[config.mk]
export PLATFORM = sky130hd
export DESIGN_NAME = adc_app_top
export DESIGN_NICKNAME = d
export VERILOG_FILES = /design/src/logic/adc_app_pkg.sv /design/src/logic/adc_bus_decode.sv /design/src/logic/adc_clock_gen.sv /design/src/logic/ad7175_cmd_launch.sv /design/src/logic/adc_readback.sv /design/src/logic/adc_app_top.sv
export VERILOG_INCLUDE_DIRS = /design/src /design/src/logic
export SDC_FILE = /design/constraint.sdc
export NUM_CORES = 1
export LEC_CHECK = 0
export BUFFER_PORTS_ARGS = -buffer_cell sky130_fd_sc_hd__buf_2
export CORE_ASPECT_RATIO = 2
export CORE_MARGIN = 5
export CORE_UTILIZATION = 47
export CTS_CLUSTER_DIAMETER = 80
export DETAILED_ROUTE_END_ITERATION = 8
export PLACE_DENSITY = 0.81
export SYNTH_ARGS = -nofsm -noshare
export SYNTH_HDL_FRONTEND = slang
export SYNTH_SLANG_ARGS = --single-unit
[constraint.sdc]
create_clock -name xclk -period 2.9 [get_ports xclk]
set_clock_uncertainty 0.2 [all_clocks]
set_input_delay 0.58 -clock xclk [delete_from_list [all_inputs] [get_ports xclk]]
set_output_delay 0.58 -clock xclk [all_outputs]
set_load 0.03 [all_outputs]
[src/logic/adc_app_defs.svh]
`ifndef ADC_APP_DEFS_SVH
`define ADC_APP_DEFS_SVH

//////////////////////////////
// Widths
//////////////////////////////

// DSP bus
`define ADC_BUS_AW 8
`define ADC_BUS_DW 16

// Converter samples, fast 4-channel part and 24-bit sigma-delta part
`define ADC_FAST_W 16
`define ADC_PREC_W 24

// Register read data from the sigma-delta controller
`define ADC_RDATA_W 32

// Command fields
`define ADC_ACT_W  4
`define ADC_COMM_W 8
`define ADC_FLTR_W 16

//////////////////////////////
// Bus addresses
//////////////////////////////

// Write side
`define ADC_WR_CAPTURE      8'h0E
`define ADC_WR_CAPTURE_MODE 8'h0F
`define ADC_WR_FLTR_CLK     8'h10
`define ADC_WR_AD7175_CMD   8'h11
`define ADC_WR_AD7175_MS    8'h12
`define ADC_WR_AD7175_LS    8'h13

// Read side, fast channels first
`define ADC_RD_A1 8'h13
`define ADC_RD_A2 8'h14
`define ADC_RD_A3 8'h15
`define ADC_RD_A4 8'h16
// Upper 16 bits of the precise channels
`define ADC_RD_A5 8'h17
`define ADC_RD_A6 8'h18
`define ADC_RD_A7 8'h19
`define ADC_RD_A8 8'h1A
`define ADC_RD_STATUS  8'h22
`define ADC_RD_DATA_MS 8'h23
`define ADC_RD_DATA_LS 8'h24

//////////////////////////////
// Codes and counts
//////////////////////////////

// Turns off the continuous conversion reader
`define ADC_ACT_CC_RESET 4'h8

// Mode bit value for timer driven capture
`define ADC_CAPTURE_MODE_AUTO 1'b1

// Auto timer wraps here, 1127 cycles per period
`define ADC_CAPTURE_AUTO_MAX 11'h466
`define ADC_CAPTURE_BIT      10

`endif

[src/logic/adc_app_pkg.sv]
`default_nettype none

`include "adc_app_defs.svh"

package adc_app_pkg;

	// Qualified DSP bus cycle
	typedef struct packed {
		logic                   wr;
		logic                   rd;
		logic [`ADC_BUS_AW-1:0] addr;
		logic [`ADC_BUS_DW-1:0] data;
	} bus_req_t;

	// Capture and filter setup from the DSP
	typedef struct packed {
		// 1 selects the auto timer
		logic                    mode;
		logic                    manual;
		logic [`ADC_FLTR_W-1:0]  fltr_div;
	} capture_cfg_t;

	// Command to the sigma-delta controller
	typedef struct packed {
		logic                    start;
		logic [`ADC_ACT_W-1:0]   action;
		// Communications register byte
		logic [`ADC_COMM_W-1:0]  comm;
		logic [`ADC_PREC_W-1:0]  wdata;
	} ad7175_cmd_t;

	// Status back from the sigma-delta controller
	typedef struct packed {
		logic                    ctrl_busy;
		// Continuous conversion reader running
		logic                    cc_read_busy;
		logic [`ADC_RDATA_W-1:0] rdata;
	} ad7175_stat_t;

	// Latest samples of all eight channels
	typedef struct packed {
		logic [3:0][`ADC_FAST_W-1:0] fast;
		logic [3:0][`ADC_PREC_W-1:0] prec;
	} sample_set_t;

endpackage

`default_nettype wire

[src/logic/adc_bus_decode.sv]
`timescale 1ns/1ps
`default_nettype none

`include "adc_app_defs.svh"

module adc_bus_decode (
	input  wire                        xclk,
	input  wire                        reset,
	input  wire adc_app_pkg::bus_req_t bus,
	output adc_app_pkg::capture_cfg_t  cfg,
	output adc_app_pkg::ad7175_cmd_t   req
);

	// Command payload registers
	logic                   start_q;
	logic [`ADC_ACT_W-1:0]  action_q;
	logic [`ADC_COMM_W-1:0] comm_q;
	logic [7:0]             data_ms_q;
	logic [15:0]            data_ls_q;

	// Write hits on the command words
	logic wr_cmd;
	logic wr_ms;
	logic wr_ls;

	assign wr_cmd = bus.wr && (bus.addr == `ADC_WR_AD7175_CMD);
	assign wr_ms  = bus.wr && (bus.addr == `ADC_WR_AD7175_MS);
	assign wr_ls  = bus.wr && (bus.addr == `ADC_WR_AD7175_LS);

	//////////////////////////////
	// Configuration
	//////////////////////////////

	always_ff @(posedge xclk or negedge reset) begin
		if (!reset) begin
			// Auto capture out of reset
			cfg.mode     <= `ADC_CAPTURE_MODE_AUTO;
			cfg.manual   <= 1'b0;
			cfg.fltr_div <= '0;
			start_q      <= 1'b0;
		end else begin
			// One cycle request that clears on any other cycle
			start_q <= wr_cmd;
			if (bus.wr) begin
				case (bus.addr)
					`ADC_WR_CAPTURE:      cfg.manual   <= bus.data[0];
					`ADC_WR_CAPTURE_MODE: cfg.mode     <= bus.data[0];
					`ADC_WR_FLTR_CLK:     cfg.fltr_div <= bus.data;
					default: ;
				endcase
			end
		end
	end

	//////////////////////////////
	// Command fields
	//////////////////////////////

	always_ff @(posedge xclk or negedge reset) begin
		if (!reset) begin
			comm_q    <= '0;
			action_q  <= '0;
			data_ms_q <= '0;
			data_ls_q <= '0;
		end else begin
			if (wr_cmd) begin
				// Comm byte low and action code in bits 11:8
				comm_q   <= bus.data[`ADC_COMM_W-1:0];
				action_q <= bus.data[`ADC_COMM_W +: `ADC_ACT_W];
			end
			if (wr_ms) begin
				data_ms_q <= bus.data[7:0];
			end
			if (wr_ls) begin
				data_ls_q <= bus.data;
			end
		end
	end

	assign req.start  = start_q;
	assign req.action = action_q;
	assign req.comm   = comm_q;
	// Right justified 24-bit write word
	assign req.wdata  = {data_ms_q, data_ls_q};

endmodule

`default_nettype wire

[src/logic/adc_clock_gen.sv]
`timescale 1ns/1ps
`default_nettype none

`include "adc_app_defs.svh"

module adc_clock_gen (
	input  wire                            xclk,
	input  wire                            reset,
	input  wire adc_app_pkg::capture_cfg_t cfg,
	output logic                           capture_one,
	output logic                           fltr_clk
);

	logic [10:0]           auto_cnt;
	logic [`ADC_FLTR_W:0]  fltr_cnt;
	logic                  auto_mode;

	assign auto_mode = (cfg.mode == `ADC_CAPTURE_MODE_AUTO);

	//////////////////////////////
	// Capture tick
	//////////////////////////////

	// Free running in auto mode, parked at zero in manual mode
	always_ff @(posedge xclk or negedge reset) begin
		if (!reset) begin
			auto_cnt <= '0;
		end else if (!auto_mode || (auto_cnt == `ADC_CAPTURE_AUTO_MAX)) begin
			auto_cnt <= '0;
		end else begin
			auto_cnt <= auto_cnt + 1'b1;
		end
	end

	// Upper timer bit gives a short pulse each period
	assign capture_one = auto_mode ? auto_cnt[`ADC_CAPTURE_BIT] : cfg.manual;

	//////////////////////////////
	// Filter clock
	//////////////////////////////

	// Reload 2*div+1, toggle on zero
	// Half period is 2*div+2 cycles
	always_ff @(posedge xclk or negedge reset) begin
		if (!reset) begin
			fltr_cnt <= '0;
			fltr_clk <= 1'b0;
		end else if (fltr_cnt == '0) begin
			fltr_cnt <= {cfg.fltr_div, 1'b1};
			fltr_clk <= ~fltr_clk;
		end else begin
			fltr_cnt <= fltr_cnt - 1'b1;
		end
	end

	// Timer stays inside its wrap range
	a_auto_range: assert property (
		@(posedge xclk) disable iff (!reset)
		auto_cnt <= `ADC_CAPTURE_AUTO_MAX
	);

endmodule

`default_nettype wire

[src/logic/ad7175_cmd_launch.sv]
`timescale 1ns/1ps
`default_nettype none

`include "adc_app_defs.svh"

module ad7175_cmd_launch (
	input  wire                            xclk,
	input  wire                            reset,
	input  wire adc_app_pkg::ad7175_cmd_t  req,
	input  wire adc_app_pkg::ad7175_stat_t stat,
	output adc_app_pkg::ad7175_cmd_t       cmd
);

	logic start_q;
	logic is_cc_reset;
	logic grant;

	assign is_cc_reset = (req.action == `ADC_ACT_CC_RESET);

	// Reset only makes sense while the reader runs
	// Anything else needs an idle controller
	assign grant = is_cc_reset ? stat.cc_read_busy : !stat.ctrl_busy;

	// Held until the controller answers with busy
	// Denied requests are simply lost
	always_ff @(posedge xclk or negedge reset) begin
		if (!reset) begin
			start_q <= 1'b0;
		end else if (req.start) begin
			if (grant) begin
				start_q <= 1'b1;
			end
		end else if (stat.ctrl_busy) begin
			start_q <= 1'b0;
		end
	end

	assign cmd.start  = start_q;
	assign cmd.action = req.action;
	assign cmd.comm   = req.comm;
	assign cmd.wdata  = req.wdata;

	// No launch out of a refused request
	a_no_denied_start: assert property (
		@(posedge xclk) disable iff (!reset)
		(req.start && !grant) |=> !$rose(cmd.start)
	);

	// Busy acknowledge drops the strobe next cycle
	a_busy_clears: assert property (
		@(posedge xclk) disable iff (!reset)
		(cmd.start && stat.ctrl_busy && !req.start) |=> !cmd.start
	);

endmodule

`default_nettype wire

[src/logic/adc_readback.sv]
`timescale 1ns/1ps
`default_nettype none

`include "adc_app_defs.svh"

module adc_readback (
	input  wire                            xclk,
	input  wire                            reset,
	input  wire adc_app_pkg::bus_req_t     bus,
	input  wire adc_app_pkg::sample_set_t  samples,
	input  wire adc_app_pkg::ad7175_stat_t stat,
	output logic [`ADC_BUS_DW-1:0]         db_out,
	output logic                           data_avail
);

	localparam int PREC_TOP = `ADC_PREC_W - 1;

	// Status word, two busy flags at the bottom
	logic [`ADC_BUS_DW-1:0] status_word;

	assign status_word = {{(`ADC_BUS_DW-2){1'b0}}, stat.cc_read_busy, stat.ctrl_busy};

	//////////////////////////////
	// Read mux
	//////////////////////////////

	// Loaded on the read strobe, held until the next read
	always_ff @(posedge xclk or negedge reset) begin
		if (!reset) begin
			db_out     <= '0;
			data_avail <= 1'b0;
		end else if (bus.rd) begin
			data_avail <= 1'b1;
			case (bus.addr)
				// Fast channels fit the bus as they are
				`ADC_RD_A1: db_out <= samples.fast[0];
				`ADC_RD_A2: db_out <= samples.fast[1];
				`ADC_RD_A3: db_out <= samples.fast[2];
				`ADC_RD_A4: db_out <= samples.fast[3];
				// Precise channels, top 16 bits only
				`ADC_RD_A5: db_out <= samples.prec[0][PREC_TOP -: `ADC_BUS_DW];
				`ADC_RD_A6: db_out <= samples.prec[1][PREC_TOP -: `ADC_BUS_DW];
				`ADC_RD_A7: db_out <= samples.prec[2][PREC_TOP -: `ADC_BUS_DW];
				`ADC_RD_A8: db_out <= samples.prec[3][PREC_TOP -: `ADC_BUS_DW];
				`ADC_RD_STATUS: db_out <= status_word;
				// Register read data in two halves
				`ADC_RD_DATA_MS: db_out <= stat.rdata[`ADC_RDATA_W-1 -: `ADC_BUS_DW];
				`ADC_RD_DATA_LS: db_out <= stat.rdata[`ADC_BUS_DW-1:0];
				default: begin
					// Not ours, nothing valid to hand back
					db_out     <= '1;
					data_avail <= 1'b0;
				end
			endcase
		end
	end

	// Data flag only follows a read cycle
	a_avail_needs_read: assert property (
		@(posedge xclk) disable iff (!reset)
		$rose(data_avail) |-> $past(bus.rd)
	);

endmodule

`default_nettype wire

[src/logic/adc_app_top.sv]
`timescale 1ns/1ps
`default_nettype none

`include "adc_app_defs.svh"

module adc_app_top (
	input  wire                            xclk,
	input  wire                            reset,
	input  wire adc_app_pkg::bus_req_t     bus,
	input  wire adc_app_pkg::sample_set_t  samples,
	input  wire adc_app_pkg::ad7175_stat_t stat,
	output wire [`ADC_BUS_DW-1:0]          db_out,
	output wire                            data_avail,
	output adc_app_pkg::ad7175_cmd_t       cmd,
	output wire                            capture_one,
	output wire                            fltr_clk
);

	// Decoder to clock generator and launcher
	adc_app_pkg::capture_cfg_t cfg;
	adc_app_pkg::ad7175_cmd_t  req;

	//////////////////////////////
	// Blocks
	//////////////////////////////

	adc_bus_decode decode_i (
		.xclk  (xclk),
		.reset (reset),
		.bus   (bus),
		.cfg   (cfg),
		.req   (req)
	);

	adc_clock_gen clock_gen_i (
		.xclk        (xclk),
		.reset       (reset),
		.cfg         (cfg),
		.capture_one (capture_one),
		.fltr_clk    (fltr_clk)
	);

	// Start strobe toward the sigma-delta controller
	ad7175_cmd_launch launch_i (
		.xclk  (xclk),
		.reset (reset),
		.req   (req),
		.stat  (stat),
		.cmd   (cmd)
	);

	adc_readback readback_i (
		.xclk       (xclk),
		.reset      (reset),
		.bus        (bus),
		.samples    (samples),
		.stat       (stat),
		.db_out     (db_out),
		.data_avail (data_avail)
	);

endmodule

`default_nettype wire

==> results by group, run 1 <==
STA
  • Worst Max-Slew Pin Slew: 0.931 ns
  • Minimum clock period: 2.52 ns
  • Final Max Tran Viols: 0
  • Final Hold Vio Count: 0
  • RSZ-0062 raised after global routing: false
  • Final period util: 87.0%
  • Final Setup Violations: 0
  • Total Neg Setup Slack: 0 ns
  • Hold Worst Slack: 0.0334 ns
  • Relative slew slack: 37.7%
  • Max Clk Rate: 0.396 GHz

CTS
  • H-tree levels: 3
  • Postcts setup bufs: 0
  • PostCTS Resize Cnt: 0
  • Clk buf depth: 2
  • # hold bufs at CTS: 0
  • Clk slew on worst S/H paths: 0.07 ns
  • CTS tree: yes
  • Clk sink count: 102
  • Clk root buf: clkbuf_16
  • Num CTS Buffers: 9
  • Clk_lat worst skew: 0.35 ns

Die
  • Row cnt: 57
  • Die area: 14,700 um2
  • Initial Util: 47.7%
  • Top-level I/O count: 278
  • Die X: 88.2 um
  • Core Area: 12,100 um2
  • Die height: 166 um

Synth
  • Post-synthesis average cell area: 10.4 um2
  • Cells after synthesis: 554
  • Sequential fraction of the synthesis area: 44.4%
  • Mapped Nets: 780
  • Synth async-reset ratio: 100%
  • EDFF count, synth: 0
  • Post-synth top flop: dfrtp_1
  • Synth Register Bits: 102
  • Ys Warns: 0
  • Post-synthesis cell type count: 61
  • Post-synthesis cell area: 5750 um2

Min path
  • HP Class: input pin to asynchronous set/reset pin

GRT
  • GRT Total Usage: 27.5%
  • First-pass GRT wire length: 31,100 um
  • Vias in the first global route: 6,077
  • Largest net degree at the start of global routing: 58
  • Antenna violations before repair: 1
  • Overflow after GRT: 0

Final layout
  • Share of layout cells above drive strength 1: 44.3%
  • Fin nets: 1,018
  • Cell area after layout: 7490 um2
  • Non-Filler Instances: 946
  • Area Growth Syn to Fin: 30.1%

Place
  • PortBufs: 245
  • Post-DP HPWL: 16,300 um
  • Placed Cells: 928
  • Placement Cell Area: 7180 um2
  • GPL Wtd Cong: 0.955

Setup path
  • Critical path's largest stage delay: 0.71 ns
  • CP arrival: 2.56 ns
  • CP Capture Type: flip-flop
  • Crit start category: flip-flop
  • Worst Path Buf+Inv: 1
  • Slowest cell on the critical path: nor4_2
  • CP max FO: 29
  • CP delay by family, top: simple AND/OR/NAND/NOR gates
  • Critical path type: flip-flop to flip-flop
  • RR Startpoint: clock_gen_i.fltr_cnt[2]
  • Required time of the worst setup path: 2.93 ns
  • CP Cell Sequence: nor4_2 > and3_1 > nand3_1 > buf_4 > mux2_2
  • CP startpoint: clock_gen_i.fltr_cnt[2]

Power
  • Leakage power: 3.65 nW
  • Max rail drop VDD: 0.461 mV
  • PD cells: 491 nW/um2

Job
  • Max-cap violations: 0

Route
  • Vias post-DR: 5,688
  • Total wire length: 20,500 um
  • Per-cell routed wire length: 21.6 um
  • DR pass1 iterations: 5
  • Initial DRC count: 277
  • Via density: 6.01
  • DRT antenna net count: 0
  • DRC errors left: 0

Run status
  • Outcome: finished clean
worst register-to-register path, stage by stage (launching register included):
cell and delay [ns]:
dfrtp_1 0.44, nor4_2 0.71, and3_1 0.38, nand3_1 0.12, buf_4 0.25, mux2_2 0.31
Yosys cell counts, drive strengths merged (3+ instances only):
cell    number  area (um2)
or4b         3        30.0
o22ai        9        56.3
nand2b       8        50.1
dfrtp      101        2530
o21ai       18        90.1
nand4b       4        35.0
a22o        11        96.3
nor4b        3        41.3
and3         5        31.3
nand3       16        80.1
inv          5        18.8
and2         3        18.8
clkbuf      27         101
a32oi        9        78.8
a221oi       4        35.0
nand3b       4        30.0
ha           4        50.1
a21oi       26         130
o32a         8        80.1
or3          5        31.3
mux2        58         724
buf         13        77.6
nor2b        6        37.5
o22a         3        26.3
nand2       29         121
nor2        56         210
a31oi       13        81.3
nor3b        7        57.6
a22oi       34         255
mux2i       11         110
nor3         3        15.0
nand4        4        25.0
xor2        15         131
xnor2        6        52.6
per-layer routing:
metal  up-vias  global-route usage (%)  wire length (um)
li1       2556                       -                 -
met1      2723                    28.3              6660
met2       341                    49.8             11200
met3        68                    3.76              1370
met4         0                    17.6              1280
met5         -                       0                 0
area by class of cell:
cell class                 instances  area (um2)
multi-input combinational        407        3020
inverter                           5        18.8
fill                             989        4570
sequential                       102        2550
timing repair buffer             267        1410
tap                              147         184
clock inverter                     4        53.8
clock buffer                      12         246
antenna                            2        5.00
where the power goes:
| group | leakage (nW) | switching [mW] | total, mW | internal, mW |
|---|---|---|---|---|
| registers | 1.30 | 0.147 | 1.72 | 1.58 |
| clock network | 0.139 | 0.510 | 1.21 | 0.696 |
| logic | 2.21 | 0.414 | 0.748 | 0.335 |
layout by cell type, fill, tap and decap left out, types with 3 or more instances in the layout:
cell         n
buf_2      244
dfrtp_1    101
nor2_1      56
mux2_2      39
a22oi_1     34
a21oi_1     26
nand2_1     26
buf_4       22
mux2_4      19
o21ai_0     18
nand3_1     16
xor2_1      15
a31oi_1     13
mux2i_1     11
a22o_1      11
a32oi_1      9
o22ai_1      9
clkbuf_16    9
nand2b_1     8
o32a_1       8
xnor2_1      6
nor3b_1      6
inv_1        5
and3_1       5
or3_1        5
nor2b_1      5
nand4_1      4
nand4b_1     4
nand3b_1     4
a221oi_1     4
ha_1         4
nor3_1       3
o22a_1       3
state kept, by name, summed over array words and instances (netlist names), 4 cells and up:
name and count:
decode_i.comm_q 8, readback_i.db_out 16, decode_i.data_ms_q 8, decode_i.cfg 18, decode_i.action_q 4, clock_gen_i.fltr_cnt 17
clock_gen_i.auto_cnt 11, decode_i.data_ls_q 16
through the flow:
stage | util, % | power, mW | worst slack, ns
after floorplan | - | 2.12 | 0.355
after global routing | 62.1 | 3.83 | 0.320
final | 62.1 | 3.68 | 0.376
after global placement | 59.6 | 2.43 | 0.120
after detailed placement | 59.6 | 2.47 | 0.0318
after CTS | 62.1 | 3.70 | 0.397
worst paths after layout:
check / slack (ns) / endpoint / cells after the start
hold reg to reg: 0.29 / clock_gen_i.fltr_cnt[0] / 1
max in group asynchronous: 1.75 / readback_i.db_out[13] / 2
setup reg to reg: 0.38 / clock_gen_i.fltr_cnt[14] / 5
hold / removal: 0.03 / decode_i.comm_q[0] / 1
setup / recovery: 0.38 / clock_gen_i.fltr_cnt[14] / 5
min in group xclk: 0.28 / launch_i.start_q / 2
kinds of logic after synthesis:
kind of cell	share of synthesized area, %
xor+xnor	3.20
compound gates	18.3
buf+inv	3.44
mux	14.5
fa+ha+maj	0.870
flops	44.4
simple gates	15.3
No activity file was read; power rests on OpenSTA's default activity.
==> inputs of run 2 (changes only) <==
--- a/config.mk
+++ b/config.mk
@@ -6,13 +6,13 @@
 export SDC_FILE = /design/constraint.sdc
 export NUM_CORES = 1
 export LEC_CHECK = 0
-export BUFFER_PORTS_ARGS = -buffer_cell sky130_fd_sc_hd__buf_2
+export BUFFER_PORTS_ARGS = -buffer_cell sky130_fd_sc_hd__clkbuf_2
 export CORE_ASPECT_RATIO = 2
-export CORE_MARGIN = 5
 export CORE_UTILIZATION = 47
 export CTS_CLUSTER_DIAMETER = 80
 export DETAILED_ROUTE_END_ITERATION = 8
 export PLACE_DENSITY = 0.81
+export REMOVE_ABC_BUFFERS = 1
 export SYNTH_ARGS = -nofsm -noshare
 export SYNTH_HDL_FRONTEND = slang
 export SYNTH_SLANG_ARGS = --single-unit
==> run 2 against run 1 <==
Against the previous run: core utilization increased by 1.7 points; worst hold slack improved by 0.20 ns; combinational power grew 1%; highest routed layer unchanged; clock power shrank 3%; flip-flop and latch count unchanged; largest power group unchanged; critical path depth is 1 higher; clock-buffer cell count down 2; die area decreased by 13%.
==> results by group, run 2 (synthesized netlist as in run 1, its figures left out) <==
Run status
  • Outcome: finished clean

Final layout
  • Fin util: 63.8% (+1.7 points)
  • Reg with most FFs: decode_i.cfg
  • Top flop regs: decode_i.cfg (18), clock_gen_i.fltr_cnt (17)
  • Share of layout cells above drive strength 1: 45.2% (+0.88 points)
  • Fillers: 1,005 (+1.6%)
  • Most common cell after layout, fill and taps aside: clkbuf_2
  • Most frequent cells in the layout: 244 x clkbuf_2, 101 x dfrtp_1, 56 x nor2_1
  • Largest register FFs: 18 (unchanged)
  • Fin nets: 1,029 (+1.1%)
  • Area Growth Syn to Fin: 31.3%

Route
  • Initial DRC count: 385 (+39%)
  • DRC errors left: 0 (unchanged)
  • Via density: 5.98 (-0.59%)
  • DRT antenna net count: 0 (unchanged)
  • Total wire length: 19,000 um (-7.2%)
  • Vias post-DR: 5,702 (+0.25%)
  • DR pass1 iterations: 7 (+2)
  • Per-cell routed wire length: 19.9 um (-8.0%)

STA
  • Max Clk Rate: 0.412 GHz (+4.1%)
  • Final Hold Vio Count: 0 (unchanged)
  • Final period util: 83.6% (-3.4 points)
  • Final Setup Violations: 0 (unchanged)
  • Hold Worst Slack: 0.236 ns (+0.202 ns)
  • Minimum clock period: 2.42 ns (-0.0990 ns)
  • Final Max Tran Viols: 0 (unchanged)
  • Total Neg Setup Slack: 0 ns (unchanged)
  • RSZ-0062 raised after global routing: false
  • Worst Slack Setup Final: 0.475 ns (+0.0990 ns)
  • Worst Max-Slew Pin Slew: 0.902 ns (-0.0285 ns)
  • Relative slew slack: 39.0% (+1.3 points)

Setup path
  • R2r setup slk: 0.83 ns (+0.45 ns)
  • CP max FO: 18 (-38%)
  • CP arrival: 2.46 ns (-0.10 ns)
  • Worst Setup EP: decode_i.cfg[9]
  • R2R depth: 6 (+1)
  • Crit start category: input pin
  • Critical path type: input pin to flip-flop
  • Worst R2R End: clock_gen_i.fltr_cnt[12]
  • Required time of the worst setup path: 2.93 ns (about the same)
  • CP Capture Type: flip-flop
  • CP startpoint: bus[17]
  • RR Startpoint: clock_gen_i.fltr_cnt[2]

CTS
  • Clk_lat worst skew: 0.35 ns (about the same)
  • Postcts setup bufs: 0 (unchanged)
  • Clk root buf: clkbuf_16
  • CTS tree: yes
  • H-tree levels: 3 (unchanged)
  • Clk buf depth: 2 (unchanged)
  • Num CTS Buffers: 9 (unchanged)
  • Clk sink count: 102 (unchanged)
  • Clk slew on worst S/H paths: 0.07 ns (about the same)

GRT
  • Largest net degree at the start of global routing: 57 (-1.7%)
  • Met3 GRT Util: 4.99% (+1.2 points)
  • Most Crowded Layer GR: met2
  • Overflow after GRT: 0 (unchanged)
  • First-pass GRT wire length: 29,400 um (-5.5%)
  • Vias in the first global route: 5,900 (-2.9%)
  • GRT met2 Usage: 56.6% (+6.9 points)
  • GRT Total Usage: 31.1% (+3.6 points)
  • Antenna violations before repair: 1 (unchanged)
  • Met1 Usage GRT: 32.6% (+4.3 points)

Place
  • GPL Wtd Cong: 1.00 (+4.8%)
  • PortBufs: 245 (unchanged)
  • Post-DP HPWL: 15,300 um (-6.0%)
  • Pre-CTS WS: 0.144 ns (+0.112 ns)

Power
  • Leakage power: 3.73 nW (+2.2%)
  • Final Power: 3.65 mW (-0.84%)
  • PD cells: 483 nW/um2 (-1.7%)
  • Max rail drop VDD: 0.349 mV (-24%)

Die
  • Die height: 158 um (-4.8%)
  • Row cnt: 56 (-1.8%)
  • Core Area: 11,800 um2 (-1.8%)
  • Die X: 80.2 um (-9.1%)
  • Die area: 12,700 um2 (-13%)
  • Top-level I/O count: 278 (unchanged)
  • Initial Util: 48.6% (+0.85 points)

Job
  • Max-cap violations: 0 (unchanged)

Min path
  • HP Class: input pin to flip-flop
[run 2: cell count changes in the layout (fill, tap and decap cells not counted), moves of 2 or more]
| cell | previous run | this run |
|---|---|---|
| buf_2 | 244 | 0 |
| clkbuf_2 | 0 | 244 |
| buf_4 | 22 | 32 |
| inv_6 | 1 | 4 |
| clkbuf_1 | 2 | 0 |
[run 2: area by class of cell]
type | instances | area [um2] | share of cell area (%)
clock inverter | 6 | 50.0 | 0.662
sequential | 102 | 2550 | 33.8
multi-input combinational | 407 | 3020 | 39.9
clock buffer | 10 | 239 | 3.16
tap | 145 | 181 | 2.40
antenna | 1 | 2.50 | 0.0331
inverter | 5 | 18.8 | 0.248
timing repair buffer | 278 | 1490 | 19.7
[run 2: worst min-delay path by stage]
stage	startpoint	slack (ns)	end	depth (start not counted)
finish	stat[33]	0.24	launch_i.start_q	2
global route	stat[33]	0.25	launch_i.start_q	2
CTS	stat[33]	0.23	launch_i.start_q	2
detailed placement	clock_gen_i.fltr_cnt[0]	0.26	clock_gen_i.fltr_cnt[0]	1
global placement	clock_gen_i.fltr_cnt[0]	0.24	clock_gen_i.fltr_cnt[0]	1
floorplan	reset	0.08	clock_gen_i.auto_cnt[0]	0
[run 2: worst max-delay path: stages]
cell and delay, ns:
clkbuf_2 0.23, buf_4 0.28, nor2_1 0.51, buf_4 0.28, nand2_4 0.19, mux2_4 0.36
[run 2: through the flow]
stage               area [um2]  cells
global route              7550    954
global placement          7250    936
detailed placement        7250    936
floorplan                 5580    514
finish                    7550    954
CTS                       7550    953
[run 2: timing repair]
item	CTS	global route
gates resized for setup	0	0
hold endpoints to repair	27	0
setup endpoints to repair	0	0
hold buffers	1	0
[run 2: metal layers]
layer,routed length (um),up-vias
met2,10200,336
li1,-,2578
met5,0,-
met3,1200,71
met1,6520,2717
met4,1030,0
[run 2: power by group]
| group | internal, mW | total (mW) | switching, mW | leakage, nW |
|---|---|---|---|---|
| Sequential | 1.57 | 1.72 | 0.141 | 1.30 |
| Combinational | 0.344 | 0.757 | 0.413 | 2.30 |
| Clock | 0.618 | 1.17 | 0.555 | 0.137 |
